--- src/source/sdram_pkg.sv ---
/* Shared types for the single-rank SDRAM controller with 32-bit data.
   Bursts are fixed at one word and CAS latency at two cycles. */
`default_nettype none

package sdram_pkg;

  // Data and address geometry
  localparam int DATA_WIDTH      = 32;
  localparam int BANK_WIDTH      = 2;
  localparam int ROW_WIDTH       = 12;
  localparam int COL_WIDTH       = 9;
  localparam int HOST_ADDR_WIDTH = BANK_WIDTH + ROW_WIDTH + COL_WIDTH;

  // Read latency in clock cycles, also written into the mode word
  localparam int CAS_LATENCY = 2;

  // A10 selects auto precharge on read/write and all banks on precharge
  localparam int AUTO_PRECHARGE_BIT = 10;

  // Mode register fields
  localparam logic       WRITE_BURST_SINGLE = 1'b1;
  localparam logic       BURST_SEQUENTIAL   = 1'b0;
  localparam logic [2:0] BURST_LENGTH_ONE   = 3'b000;

  // M11..M10 reserved, M9 write burst, M8..M7 op mode, M6..M4 CL, M3 type, M2..M0 length
  localparam logic [ROW_WIDTH-1:0] MODE_WORD = {2'b00, WRITE_BURST_SINGLE, 2'b00,
                                                3'(CAS_LATENCY), BURST_SEQUENTIAL,
                                                BURST_LENGTH_ONE};

  // Command encoding as {cs_n, ras_n, cas_n, we_n}
  typedef enum logic [3:0] {
    CMD_DESELECT  = 4'b1111,
    CMD_NOP       = 4'b0111,
    CMD_READ      = 4'b0101,
    CMD_WRITE     = 4'b0100,
    CMD_ACTIVE    = 4'b0011,
    CMD_PRECHARGE = 4'b0010,
    CMD_REFRESH   = 4'b0001,
    CMD_LOAD_MODE = 4'b0000
  } sdram_cmd_e;

  // Controller states
  typedef enum logic [2:0] {
    ST_INIT,
    ST_MODE,
    ST_IDLE,
    ST_REFRESH,
    ST_ACTIVATE,
    ST_READ,
    ST_WRITE
  } sdram_state_e;

  // Host request, held stable until acknowledged
  typedef struct packed {
    logic [HOST_ADDR_WIDTH-1:0] addr;
    logic [DATA_WIDTH-1:0]      wr_data;
    logic                       wr_en;
    logic                       rd_en;
  } sdram_req_t;

  // Command side of the SDRAM pins
  typedef struct packed {
    sdram_cmd_e             cmd;
    logic [ROW_WIDTH-1:0]   addr;
    logic [BANK_WIDTH-1:0]  bank;
    logic                   clk_en;
  } sdram_pins_t;

  // Host address layout {bank, row, column}
  typedef struct packed {
    logic [BANK_WIDTH-1:0] bank;
    logic [ROW_WIDTH-1:0]  row;
    logic [COL_WIDTH-1:0]  col;
  } addr_fields_t;

endpackage

`default_nettype wire

--- src/source/sdram_cmd_fsm.sv ---
/* Power-up schedule and command FSM. Waits are cycle counts from the top
   level, and each must be at least one. The request is held until ack. */
`timescale 1ns/10ps
`default_nettype none

module sdram_cmd_fsm
  import sdram_pkg::*;
#(
  parameter int unsigned INIT_WAIT_CYCLES      = 33200,
  parameter int unsigned PRECHARGE_WAIT_CYCLES = 3,
  parameter int unsigned REFRESH_WAIT_CYCLES   = 10,
  parameter int unsigned MODE_WAIT_CYCLES      = 3,
  parameter int unsigned ACTIVE_WAIT_CYCLES    = 3,
  parameter int unsigned WRITE_WAIT_CYCLES     = 6
) (
  input  wire          fpga_clk,
  input  wire          fpga_reset,
  input  wire          fpga_req,
  input  wire          wr_en,
  input  wire          rd_en,
  input  wire          refresh_due,
  output sdram_state_e state,
  output sdram_cmd_e   cmd,
  output logic         start,
  output logic         refresh_start,
  output logic         fpga_ack,
  output logic         clk_en,
  output logic         write_window
);

  // Read holds until the word has come back from the SDRAM
  localparam int unsigned READ_WAIT_CYCLES = CAS_LATENCY + 1;

  // Power-up schedule offsets, measured from the first init cycle
  localparam int unsigned PRE_AT   = INIT_WAIT_CYCLES;
  localparam int unsigned REF1_AT  = PRE_AT + PRECHARGE_WAIT_CYCLES;
  localparam int unsigned REF2_AT  = REF1_AT + REFRESH_WAIT_CYCLES;
  localparam int unsigned MODE_AT  = REF2_AT + REFRESH_WAIT_CYCLES;
  localparam int unsigned CNT_SPAN = MODE_AT + MODE_WAIT_CYCLES + ACTIVE_WAIT_CYCLES +
                                     WRITE_WAIT_CYCLES + READ_WAIT_CYCLES;
  localparam int unsigned CNT_W    = $clog2(CNT_SPAN + 1);

  localparam logic [CNT_W-1:0] PRE_CNT       = CNT_W'(PRE_AT);
  localparam logic [CNT_W-1:0] REF1_CNT      = CNT_W'(REF1_AT);
  localparam logic [CNT_W-1:0] REF2_CNT      = CNT_W'(REF2_AT);
  localparam logic [CNT_W-1:0] MODE_CNT      = CNT_W'(MODE_AT);
  localparam logic [CNT_W-1:0] MODE_LAST     = CNT_W'(MODE_WAIT_CYCLES - 1);
  localparam logic [CNT_W-1:0] ACTIVE_LAST   = CNT_W'(ACTIVE_WAIT_CYCLES - 1);
  localparam logic [CNT_W-1:0] REFRESH_LAST  = CNT_W'(REFRESH_WAIT_CYCLES - 1);
  localparam logic [CNT_W-1:0] READ_LAST     = CNT_W'(READ_WAIT_CYCLES - 1);
  localparam logic [CNT_W-1:0] WRITE_LAST    = CNT_W'(WRITE_WAIT_CYCLES - 1);

  sdram_state_e     next_state;
  sdram_cmd_e       next_cmd;
  logic [CNT_W-1:0] wait_cnt;
  logic             op_done;

  // Last cycle of a read, write or refresh, where a new request may enter
  assign op_done = ((state == ST_READ)    && (wait_cnt == READ_LAST))  ||
                   ((state == ST_WRITE)   && (wait_cnt == WRITE_LAST)) ||
                   ((state == ST_REFRESH) && (wait_cnt == REFRESH_LAST));

  always_comb begin
    next_state = state;
    next_cmd   = CMD_NOP;
    start      = 1'b0;
    case (state)
      ST_INIT: begin
        // Fixed schedule off the free-running wait counter
        if (wait_cnt == '0) begin
          next_cmd = CMD_DESELECT;
        end else if (wait_cnt == PRE_CNT) begin
          next_cmd = CMD_PRECHARGE;
        end else if (wait_cnt == REF1_CNT || wait_cnt == REF2_CNT) begin
          next_cmd = CMD_REFRESH;
        end else if (wait_cnt == MODE_CNT) begin
          next_state = ST_MODE;
          next_cmd   = CMD_LOAD_MODE;
        end
      end
      ST_MODE: begin
        if (wait_cnt == MODE_LAST) begin
          next_state = ST_IDLE;
        end
      end
      ST_ACTIVATE: begin
        // Row open, issue the access with auto precharge
        if (wait_cnt == ACTIVE_LAST) begin
          if (wr_en) begin
            next_state = ST_WRITE;
            next_cmd   = CMD_WRITE;
          end else if (rd_en) begin
            next_state = ST_READ;
            next_cmd   = CMD_READ;
          end else begin
            next_state = ST_IDLE;
          end
        end
      end
      ST_IDLE, ST_READ, ST_WRITE, ST_REFRESH: begin
        // Refresh wins over a waiting request
        if (state == ST_IDLE || op_done) begin
          if (refresh_due) begin
            next_state = ST_REFRESH;
            next_cmd   = CMD_REFRESH;
          end else if (fpga_req) begin
            next_state = ST_ACTIVATE;
            next_cmd   = CMD_ACTIVE;
            start      = 1'b1;
          end else begin
            next_state = ST_IDLE;
          end
        end
      end
      default: begin
        next_state = ST_IDLE;
      end
    endcase
  end

  // State and command registered together so both change on the same edge
  always_ff @(posedge fpga_clk or posedge fpga_reset) begin
    if (fpga_reset) begin
      state <= ST_INIT;
      cmd   <= CMD_NOP;
    end else begin
      state <= next_state;
      cmd   <= next_cmd;
    end
  end

  // Counts cycles spent in the current state
  always_ff @(posedge fpga_clk or posedge fpga_reset) begin
    if (fpga_reset) begin
      wait_cnt <= '0;
    end else if (next_state != state) begin
      wait_cnt <= '0;
    end else begin
      wait_cnt <= wait_cnt + 1'b1;
    end
  end

  // Cycle before the write command, so the data lines enable with it
  assign write_window  = (state == ST_ACTIVATE) && (next_state == ST_WRITE);

  // Clears the refresh timer on the refresh command cycle
  assign refresh_start = (state == ST_REFRESH) && (wait_cnt == '0);

  // Ack on the read or write command cycle
  assign fpga_ack = ((state == ST_READ) || (state == ST_WRITE)) && (wait_cnt == '0);

  // Clock enable low only in the very first init cycle
  assign clk_en = !((state == ST_INIT) && (wait_cnt == '0));

endmodule

`default_nettype wire

--- src/source/sdram_controller.sv ---
/* SDRAM controller top level. The tristate data pad and a low byte mask
   are expected on the board side. Default waits suit a 166 MHz clock. */
`timescale 1ns/10ps
`default_nettype none

module sdram_controller
  import sdram_pkg::*;
#(
  // Power-up wait, about 200 us
  parameter int unsigned INIT_WAIT_CYCLES        = 33200,
  // tRP
  parameter int unsigned PRECHARGE_WAIT_CYCLES   = 3,
  // tRC
  parameter int unsigned REFRESH_WAIT_CYCLES     = 10,
  // tMRD
  parameter int unsigned MODE_WAIT_CYCLES        = 3,
  // tRCD
  parameter int unsigned ACTIVE_WAIT_CYCLES      = 3,
  // tWR plus tRP plus the data cycle
  parameter int unsigned WRITE_WAIT_CYCLES       = 6,
  // Average refresh period less a margin for an access in flight
  parameter int unsigned REFRESH_INTERVAL_CYCLES = 1280
) (
  input  wire                   fpga_clk,
  input  wire                   fpga_reset,
  input  wire                   fpga_req,
  input  wire sdram_req_t       fpga_request,
  output logic                  fpga_ack,
  output logic [DATA_WIDTH-1:0] fpga_rd_data,
  output logic                  fpga_rd_valid,
  output sdram_pins_t           ram_pins,
  output logic [DATA_WIDTH-1:0] ram_dq_out,
  output logic                  ram_dq_oe,
  input  wire  [DATA_WIDTH-1:0] ram_dq_in
);

  sdram_state_e          state;
  sdram_cmd_e            cmd;
  logic                  start;
  logic                  refresh_start;
  logic                  refresh_due;
  logic                  clk_en;
  logic                  write_window;
  logic [ROW_WIDTH-1:0]  row_col;
  logic [BANK_WIDTH-1:0] bank;

  sdram_refresh_timer #(
    .REFRESH_INTERVAL_CYCLES(REFRESH_INTERVAL_CYCLES)
  ) refresh_timer_inst (
    .fpga_clk      (fpga_clk),
    .fpga_reset    (fpga_reset),
    .refresh_start (refresh_start),
    .refresh_due   (refresh_due)
  );

  sdram_cmd_fsm #(
    .INIT_WAIT_CYCLES      (INIT_WAIT_CYCLES),
    .PRECHARGE_WAIT_CYCLES (PRECHARGE_WAIT_CYCLES),
    .REFRESH_WAIT_CYCLES   (REFRESH_WAIT_CYCLES),
    .MODE_WAIT_CYCLES      (MODE_WAIT_CYCLES),
    .ACTIVE_WAIT_CYCLES    (ACTIVE_WAIT_CYCLES),
    .WRITE_WAIT_CYCLES     (WRITE_WAIT_CYCLES)
  ) cmd_fsm_inst (
    .fpga_clk      (fpga_clk),
    .fpga_reset    (fpga_reset),
    .fpga_req      (fpga_req),
    .wr_en         (fpga_request.wr_en),
    .rd_en         (fpga_request.rd_en),
    .refresh_due   (refresh_due),
    .state         (state),
    .cmd           (cmd),
    .start         (start),
    .refresh_start (refresh_start),
    .fpga_ack      (fpga_ack),
    .clk_en        (clk_en),
    .write_window  (write_window)
  );

  sdram_datapath datapath_inst (
    .fpga_clk      (fpga_clk),
    .fpga_reset    (fpga_reset),
    .state         (state),
    .start         (start),
    .write_window  (write_window),
    .fpga_request  (fpga_request),
    .row_col       (row_col),
    .bank          (bank),
    .ram_dq_out    (ram_dq_out),
    .ram_dq_oe     (ram_dq_oe),
    .ram_dq_in     (ram_dq_in),
    .fpga_rd_data  (fpga_rd_data),
    .fpga_rd_valid (fpga_rd_valid)
  );

  // Command side pins gathered for the board
  assign ram_pins = '{cmd: cmd, addr: row_col, bank: bank, clk_en: clk_en};

endmodule

`default_nettype wire

--- src/source/sdram_datapath.sv ---
/* Request capture, address and bank mux, and data path. Write data is
   driven with the write command, read data is taken CAS_LATENCY cycles later. */
`timescale 1ns/10ps
`default_nettype none

module sdram_datapath
  import sdram_pkg::*;
(
  input  wire                   fpga_clk,
  input  wire                   fpga_reset,
  input  wire sdram_state_e     state,
  input  wire                   start,
  input  wire                   write_window,
  input  wire sdram_req_t       fpga_request,
  output logic [ROW_WIDTH-1:0]  row_col,
  output logic [BANK_WIDTH-1:0] bank,
  output logic [DATA_WIDTH-1:0] ram_dq_out,
  output logic                  ram_dq_oe,
  input  wire  [DATA_WIDTH-1:0] ram_dq_in,
  output logic [DATA_WIDTH-1:0] fpga_rd_data,
  output logic                  fpga_rd_valid
);

  sdram_req_t             req_q;
  addr_fields_t           fields;
  logic                   in_read_q;
  logic                   read_entry;
  logic [CAS_LATENCY-1:0] rd_pipe;

  // Request held for the whole access
  always_ff @(posedge fpga_clk) begin
    if (start) begin
      req_q <= fpga_request;
    end
  end

  // Host address split into bank, row and column
  assign fields = addr_fields_t'(req_q.addr);

  // Address and bank pins follow the state, commands are aligned by the FSM
  always_comb begin
    row_col = '0;
    bank    = '0;
    case (state)
      ST_INIT: begin
        // Precharge all banks
        row_col[AUTO_PRECHARGE_BIT] = 1'b1;
      end
      ST_MODE: begin
        row_col = MODE_WORD;
      end
      ST_ACTIVATE: begin
        row_col = fields.row;
        bank    = fields.bank;
      end
      ST_READ, ST_WRITE: begin
        row_col                     = ROW_WIDTH'(fields.col);
        row_col[AUTO_PRECHARGE_BIT] = 1'b1;
        bank                        = fields.bank;
      end
      default: begin
        row_col = '0;
      end
    endcase
  end

  // Write word stays on the bus, the pad only drives it while enabled
  assign ram_dq_out = req_q.wr_data;

  always_ff @(posedge fpga_clk or posedge fpga_reset) begin
    if (fpga_reset) begin
      ram_dq_oe <= 1'b0;
    end else begin
      ram_dq_oe <= write_window;
    end
  end

  // First cycle of a read state, back-to-back reads pass through activate
  assign read_entry = (state == ST_READ) && !in_read_q;

  // Valid token walks CAS_LATENCY stages behind the read command
  always_ff @(posedge fpga_clk or posedge fpga_reset) begin
    if (fpga_reset) begin
      in_read_q     <= 1'b0;
      rd_pipe       <= '0;
      fpga_rd_valid <= 1'b0;
    end else begin
      in_read_q     <= (state == ST_READ);
      rd_pipe       <= (rd_pipe << 1) | CAS_LATENCY'(read_entry);
      fpga_rd_valid <= rd_pipe[CAS_LATENCY-1];
    end
  end

  // Captured word held until the next read returns
  always_ff @(posedge fpga_clk) begin
    if (rd_pipe[CAS_LATENCY-1]) begin
      fpga_rd_data <= ram_dq_in;
    end
  end

endmodule

`default_nettype wire

--- src/source/sdram_refresh_timer.sv ---
/* Counts cycles since the last refresh start. The count saturates at the
   interval, so refresh_due stays high until the FSM begins a refresh. */
`timescale 1ns/10ps
`default_nettype none

module sdram_refresh_timer #(
  parameter int unsigned REFRESH_INTERVAL_CYCLES = 1280
) (
  input  wire  fpga_clk,
  input  wire  fpga_reset,
  input  wire  refresh_start,
  output logic refresh_due
);

  localparam int unsigned CNT_W = $clog2(REFRESH_INTERVAL_CYCLES + 1);
  localparam logic [CNT_W-1:0] INTERVAL_LAST = CNT_W'(REFRESH_INTERVAL_CYCLES);

  // Cycles elapsed since the last refresh command
  logic [CNT_W-1:0] refresh_cnt;

  always_ff @(posedge fpga_clk or posedge fpga_reset) begin
    if (fpga_reset) begin
      refresh_cnt <= '0;
    end else if (refresh_start) begin
      refresh_cnt <= '0;
    end else if (!refresh_due) begin
      // Hold at the interval, no wrap while a refresh is pending
      refresh_cnt <= refresh_cnt + 1'b1;
    end
  end

  // Independent of traffic, the FSM decides when it can act on it
  assign refresh_due = (refresh_cnt >= INTERVAL_LAST);

endmodule

`default_nettype wire

--- config.mk ---
export PLATFORM = sky130hd
export DESIGN_NAME = sdram_controller
export DESIGN_NICKNAME = d
export VERILOG_FILES = /design/src/source/sdram_pkg.sv /design/src/source/sdram_cmd_fsm.sv /design/src/source/sdram_controller.sv /design/src/source/sdram_datapath.sv /design/src/source/sdram_refresh_timer.sv
export SDC_FILE = /design/constraint.sdc
export NUM_CORES = 1
export LEC_CHECK = 0
export BUFFER_PORTS_ARGS = -buffer_cell sky130_fd_sc_hd__buf_2
export CAP_MARGIN = 40
export CELL_PAD_IN_SITES_DETAIL_PLACEMENT = 0
export CELL_PAD_IN_SITES_GLOBAL_PLACEMENT = 1
export CORE_ASPECT_RATIO = 1.5
export CORE_MARGIN = 2
export CORE_UTILIZATION = 40
export DETAILED_ROUTE_END_ITERATION = 6
export MAX_ROUTING_LAYER = met4
export PLACE_DENSITY = 0.88
export SKIP_CTS_REPAIR_TIMING = 1
export SLEW_MARGIN = 20
export SYNTH_ARGS = -nofsm -noshare
export SYNTH_HDL_FRONTEND = slang
export SYNTH_SLANG_ARGS = --single-unit
--- constraint.sdc ---
create_clock -name fpga_clk -period 5.5 [get_ports fpga_clk]
set_input_delay 0.825 -clock fpga_clk [delete_from_list [all_inputs] [get_ports fpga_clk]]
set_output_delay 0.825 -clock fpga_clk [all_outputs]
set_load 0.05 [all_outputs]
Word level (Yosys, flattened, before mapping)
Index checks and enable logic that the tools add are counted.
- output and inout bits: 86
- register bits: 126
- word-level logic and storage cells: 86
- multiplexer cells: 34
- bitwise gates (word level): 1
- reduce and logical (&&, ||, !) cells: 21
- eq/ne operators: 16
- $lt $le $gt $ge: 1
- $add $sub $neg: 2
- operator list (kind ; count):
    16-bit equality test (second input constant) ; 4
    3-bit two-way mux ; 13
    10-bit one-hot mux with 3 select lines ; 1
    4-bit two-way mux ; 7
    11-bit two-way mux ; 2
    16-bit by 1-bit adder with 16-bit output (second input constant) ; 1
    16-bit by 2-bit equality test with 1-bit output (second input constant) ; 1
    16-bit by 3-bit equality test with 1-bit output (second input constant) ; 1
    16-bit by 4-bit equality test with 1-bit output (second input constant) ; 1
    16-bit zero test ; 1
    16-bit two-way mux ; 1
    3-bit equality test (second input constant) ; 4
    3-bit one-hot mux with 4 select lines ; 1
    4-bit one-hot mux with 3 select lines ; 1
    11-bit by 1-bit adder with 11-bit output (second input constant) ; 1
    11-bit >= comparator (second input constant) ; 1
    1-bit logical AND ; 8
    3-bit by 2-bit equality test with 1-bit output (second input constant) ; 2
    3-bit OR reduction ; 2
    1-bit logical OR ; 5
    1-bit two-way mux ; 5
    2-bit two-way mux ; 2
    4-bit OR reduction ; 1
    3-bit by 1-bit equality test with 1-bit output (second input constant) ; 1
    other kinds (7) ; 8

Logic depth before layout (Yosys ltp)
- depth after elaboration: 9
- depth in mapped cells: 9

Cells and area by module
Synthesis repeated with hierarchy kept, for this count alone.
- cell total of the unflattened synthesis: 399
- area total of the unflattened synthesis: 5385.2 um^2
- modules (own cells, without submodules) (module ; cells each ; instances ; area an instance (um^2)):
    sdram_datapath ; 149 ; 1 ; 3125.5
    sdram_cmd_fsm ; 186 ; 1 ; 1642.8
    sdram_refresh_timer ; 63 ; 1 ; 609.3
    sdram_controller ; 1 ; 1 ; 7.5

Least setup slack after synthesis
Ideal clock, no wire load.
- path kind: register -> register
- start: reg cmd_fsm_inst.wait_cnt[7]
- end: reg datapath_inst.req_q (netlist bit datapath_inst.fields[0]) (enable)
- clock period less this slack: 5005 ps
- path buffers: 0
- setup slack: 495 ps
- data required time: 4999 ps
- stages on the path, launching flop included: 6
- library setup time: 501 ps
- data arrival time: 4504 ps
- path through: dfrtp_1 -> nor4_2 -> nand4_4 -> a21oi_2 -> o21ai_0 -> a31oi_1
- cells in the longest elaborated chain, start to end: 7
- RTL lines (element ; RTL line ; text):
    start, declared ; sdram_cmd_fsm.sv:55 ; logic [CNT_W-1:0] wait_cnt;
    start signal, assigned ; sdram_cmd_fsm.sv:139 ; wait_cnt <= wait_cnt + 1'b1;
    16-bit by 2-bit equality test with 1-bit output / 16-bit by 3-bit equality test with 1-bit output (equally long branches) ; sdram_cmd_fsm.sv:59, sdram_cmd_fsm.sv:60 ;
    1-bit logical AND (on tied branches) ; sdram_cmd_fsm.sv:59, sdram_cmd_fsm.sv:60 ;
    1-bit logical OR ; sdram_cmd_fsm.sv:59 ; assign op_done = ((state == ST_READ) && (wait_cnt == READ_LAST)) ||
    1-bit logical OR * ; sdram_cmd_fsm.sv:60 ; ((state == ST_WRITE) && (wait_cnt == WRITE_LAST)) ||
    1-bit logical OR * ; sdram_cmd_fsm.sv:102 ; if (state == ST_IDLE || op_done) begin
    1-bit two-way mux * ; sdram_cmd_fsm.sv:102 ;
    1-bit two-way mux * ; sdram_cmd_fsm.sv:67 ; case (state)
    named net cmd_fsm_inst.start ; sdram_cmd_fsm.sv:24 ; output logic start,
    end signal, assigned ; sdram_datapath.sv:33 ; req_q <= fpga_request;
    end, declared ; sdram_datapath.sv:24 ; sdram_req_t req_q;
Mark *: on every way through the listed nets, which the timed path passes. The rest lies on a longest branch.
A chain may end at the register's enable or synchronous reset.

Worst setup path after layout
- start: reg cmd_fsm_inst.state[2]
- end: reg datapath_inst.req_q (netlist bit datapath_inst.ram_dq_out[4]) (enable)
- cells in the longest elaborated chain, start to end: 7
- RTL lines (element ; RTL line ; text):
    start, declared ; sdram_cmd_fsm.sv:22 ; output sdram_state_e state,
    start signal, assigned ; sdram_cmd_fsm.sv:127 ; state <= next_state;
    3-bit equality test (on tied branches) ; sdram_cmd_fsm.sv:59, sdram_cmd_fsm.sv:67, sdram_cmd_fsm.sv:60 ;
    1-bit logical AND (on tied branches) ; sdram_cmd_fsm.sv:59, sdram_cmd_fsm.sv:60 ;
    1-bit logical OR ; sdram_cmd_fsm.sv:59 ;
    1-bit logical OR ; sdram_cmd_fsm.sv:60 ;
    1-bit logical OR ; sdram_cmd_fsm.sv:102 ;
    1-bit two-way mux ; sdram_cmd_fsm.sv:102 ;
    1-bit two-way mux * ; sdram_cmd_fsm.sv:67 ;
    named net cmd_fsm_inst.start ; sdram_cmd_fsm.sv:24 ;
Marks and branches as above.

==> qor.yml <==
worst_setup_path:
  setup.worst_path.end_class: "register"
  worstSetupPathType: "register to register"
  data_required_time_at_the_worst_endpoint_ps: 5560
  timing.reg2reg.worst_path_depth: 6
  cp_max_fo: 33
  critical_path.startpoint_type: "register"
  worst_ep_arrival_time_ps: 3550
routing:
  vias_per_instance: 5.086
  antenna_left: 0
  routed_wl_um: 11830
  vias: 3850
  drc_errors: 0
  wl_per_cell_um: 15.63
  drt_pre_antenna_iters: 4
  dr.first_iter.drc_count: 190
cells_and_area:
  instances_no_fill: 757
  finalNetCount: 683
  final-seq-area_um2: 3592
  layout.filler_cells: 1086
  multi_input_comb_area_um2: 1662
  share_of_cells_above_drive_strength_1_pct: 42.64
  insertedDiodeCount: 0
  areaGrowthSynthToFinish_pct: 30.73
die:
  core_region_area_um2: 13080
  die_area_um2: 14410
  io_pins: 178
  dieWidth_um: 98.68
  starting_density_pct: 41.12
  die_h_um: 146.0
  fp-row-count: 51
yosys:
  synth.avg_cell_area_um2: 13.48
  ys_async_sr_fraction_pct: 30.95
  synth.ff_latch_count: 126
  yosys.area.top_type_share_pct: 48.57
  syn_nets: 497
  synth_top_flop_cell: "sky130_fd_sc_hd__edfxtp_1"
  ys.warnings.count: 0
  synth-edff-count: 87
  synth_cell_count_leaders: "sky130_fd_sc_hd__edfxtp_1 (87), sky130_fd_sc_hd__nor2_1 (43), sky130_fd_sc_hd__dfrtp_1 (36), sky130_fd_sc_hd__nand2_1 (34), sky130_fd_sc_hd__a21oi_1 (19)"
  synth_area_leader_cell: "sky130_fd_sc_hd__edfxtp_1"
  synth.most_common_cell: "sky130_fd_sc_hd__edfxtp_1"
  mappedNetlistArea_um2: 5379
  synthesis.instances: 399
  yosys.cell_types.count: 71
  seq_total_area_yosys_pct: 66.78
  synth.top_cells.by_area: "sky130_fd_sc_hd__edfxtp_1 (49%), sky130_fd_sc_hd__dfrtp_1 (17%), sky130_fd_sc_hd__nor2_1 (3.0%), sky130_fd_sc_hd__xor2_1 (2.8%), sky130_fd_sc_hd__nand2_1 (2.4%)"
timing:
  fin_worst_skew_ps: 9.037
  setup_viol_count_final: 0
  timing.hold.ws_ps: 342.0
  post-route-period-util_pct: 63.50
  timing.final.crit_period_ps: 3492
  timing.final.hold_violations: 0
  max_slew.worst_pin.slew_ps: 812.1
  achievable_clock_frequency_mhz: 286.3
  relSlewSlack_pct: 45.86
  timing_max_transition_violations_final: 0
  totalNegativeSetupSlack_ps: 0
  unrepaired_setup_endpoints_after_global_routing: "false"
grt:
  grt_antenna_before_repair: 0
  use_met2_pct: 29.22
  number_of_global_route_vias_before_repair: 4051
  grt_pass1_wl_um: 19240
  grt.overflow.total: 0
  groute.layer.met3.usage_pct: 5.314
  grt_most_used_layer: "met2"
  maximum_number_of_pins_on_one_net_before_global_route_repair: 40
  groute.usage.overall_pct: 17.48
  gr-usage-met1_pct: 19.31
pwr:
  leakagePower_nw: 2.995
  worst_ir_drop_vdd_uv: 505.7
  power_density_nw_per_um2: 543.6
clocking:
  clk_transition_reported_paths_ps: 60
  htree_levels: 4
  tritoncts.num_buffers: 17
  number_of_buffers_on_the_longest_clock_path: 2
  clk_root_buffer_cell: "sky130_fd_sc_hd__clkbuf_16"
  cts_sinks: 126
  cts_tree: "yes"
  insertion_delay_to_the_later_sink_of_the_worst_skew_pair_ps: 410
place:
  numPortBuffers: 177
  placedCellCount: 725
  gp_congestion: 0.9010
  dp.final_hpwl_um: 8618
flow_run:
  max_cap_viol_count: 0
worst_hold_path:
  hp-class: "register to register"
  whs_path_depth: 0
outcome:
  status: "finished, final reports clean"
[through the flow]
stage          worst slack, ps  utilization [%]  instance area (um^2)  power, mW
2_1_floorplan            495.2                -                  5379      2.419
3_3_place_gp              2133            48.94                  6402      2.670
3_5_place_dp              2004            49.09                  6421      2.699
4_1_cts                   2013            53.75                  7032      3.856
5_1_grt                   1678            53.75                  7032      4.012
6_report                  2008            53.75                  7032      3.822
[layer usage]
layer	share of wire (%)	up-vias
met3	7.4	19
met1	40	1800
met2	51	192
met5	0	-
met4	1.8	0
li1	-	1839
[state kept, by name (all words and copies together) (netlist names)]
signal / count
datapath_inst.fields: 23
datapath_inst.fpga_rd_data: 32
cmd_fsm_inst.cmd: 4
datapath_inst.fpga_rd_valid: 1
refresh_timer_inst.refresh_cnt: 11
datapath_inst.ram_dq_out: 32
datapath_inst.ram_dq_oe: 1
datapath_inst.rd_pipe: 2
cmd_fsm_inst.state: 3
cmd_fsm_inst.wait_cnt: 16
datapath_inst.in_read_q: 1
[final timing paths]
path | from | to | slack [ps]
setup reg to reg | cmd_fsm_inst.state[2] | datapath_inst.ram_dq_out[4] | 2010
hold reg to reg | datapath_inst.rd_pipe[0] | datapath_inst.rd_pipe[1] | 340
max in group asynchronous | fpga_reset | cmd_fsm_inst.cmd[1] | 4580
setup / recovery | cmd_fsm_inst.state[2] | datapath_inst.ram_dq_out[4] | 2010
hold / removal | datapath_inst.rd_pipe[0] | datapath_inst.rd_pipe[1] | 340
min in group asynchronous | fpga_reset | cmd_fsm_inst.state[1] | 550
[critical path, cell delays in order (launching register included)]
cell                       delay (ps)
sky130_fd_sc_hd__dfrtp_1          870
sky130_fd_sc_hd__and4bb_2         340
sky130_fd_sc_hd__o211ai_2         140
sky130_fd_sc_hd__a21oi_2          370
sky130_fd_sc_hd__o21ai_0          240
sky130_fd_sc_hd__a31oi_4          670
sky130_fd_sc_hd__buf_4            500
[kinds of logic (layout without fill, tap and decap cells)]
| family | after synthesis | count (layout) | share of synthesized area (%) |
|---|---|---|---|
| buffers and inverters | 25 | 224 | 2.605 |
| and+or+nand+nor | 154 | 154 | 15.63 |
| xor gates and xnor gates | 23 | 23 | 3.745 |
| DFF | 126 | 126 | 66.78 |
| adders and majority gates | 6 | 6 | 1.396 |
| AOI/OAI and AO/OA | 56 | 56 | 8.072 |
| muxes | 9 | 9 | 1.768 |
[layout by cell type (no fill, tap or decap), drive strengths merged, types with 2 or more instances in the layout]
cell and count:
bufinv 3, inv 13, o211ai 2, buf 183, dfstp 3, and3 9, clkbuf 17, xnor2 6
a41oi 2, mux2i 8, o41ai 2, a21oi 20, nand4 7, or2 2, edfxtp 87, nand3 12
o21ai 9, clkinv 7, dfrtp 36, nor3 13, nor2b 2, nand2 34, nor4b 2, ha 6
nor2 54, and2 3, a31oi 4, nor4 4, a2111oi 3, xor2 17, a21o 2, and4 3
[layout make-up]
| type | count | area share (%) |
|---|---|---|
| well taps | 159 | 2.829 |
| flip-flops and latches | 126 | 51.09 |
| repair buffers | 183 | 13.29 |
| multi-input cells | 248 | 23.63 |
| inverters | 9 | 0.4804 |
| clock inverters | 15 | 2.633 |
| clock buffers | 17 | 6.050 |
[report_power, final]
| part | total [mW] | leakage (nW) | switching, mW | internal, mW |
|---|---|---|---|---|
| clock network | 1.14 | 0.296 | 0.425 | 0.719 |
| logic | 1.35 | 1.40 | 0.990 | 0.361 |
| registers | 1.33 | 1.30 | 0.118 | 1.21 |
| total | 3.82 | 3.00 | 1.53 | 2.29 |
(Power assumes the default switching activity.)
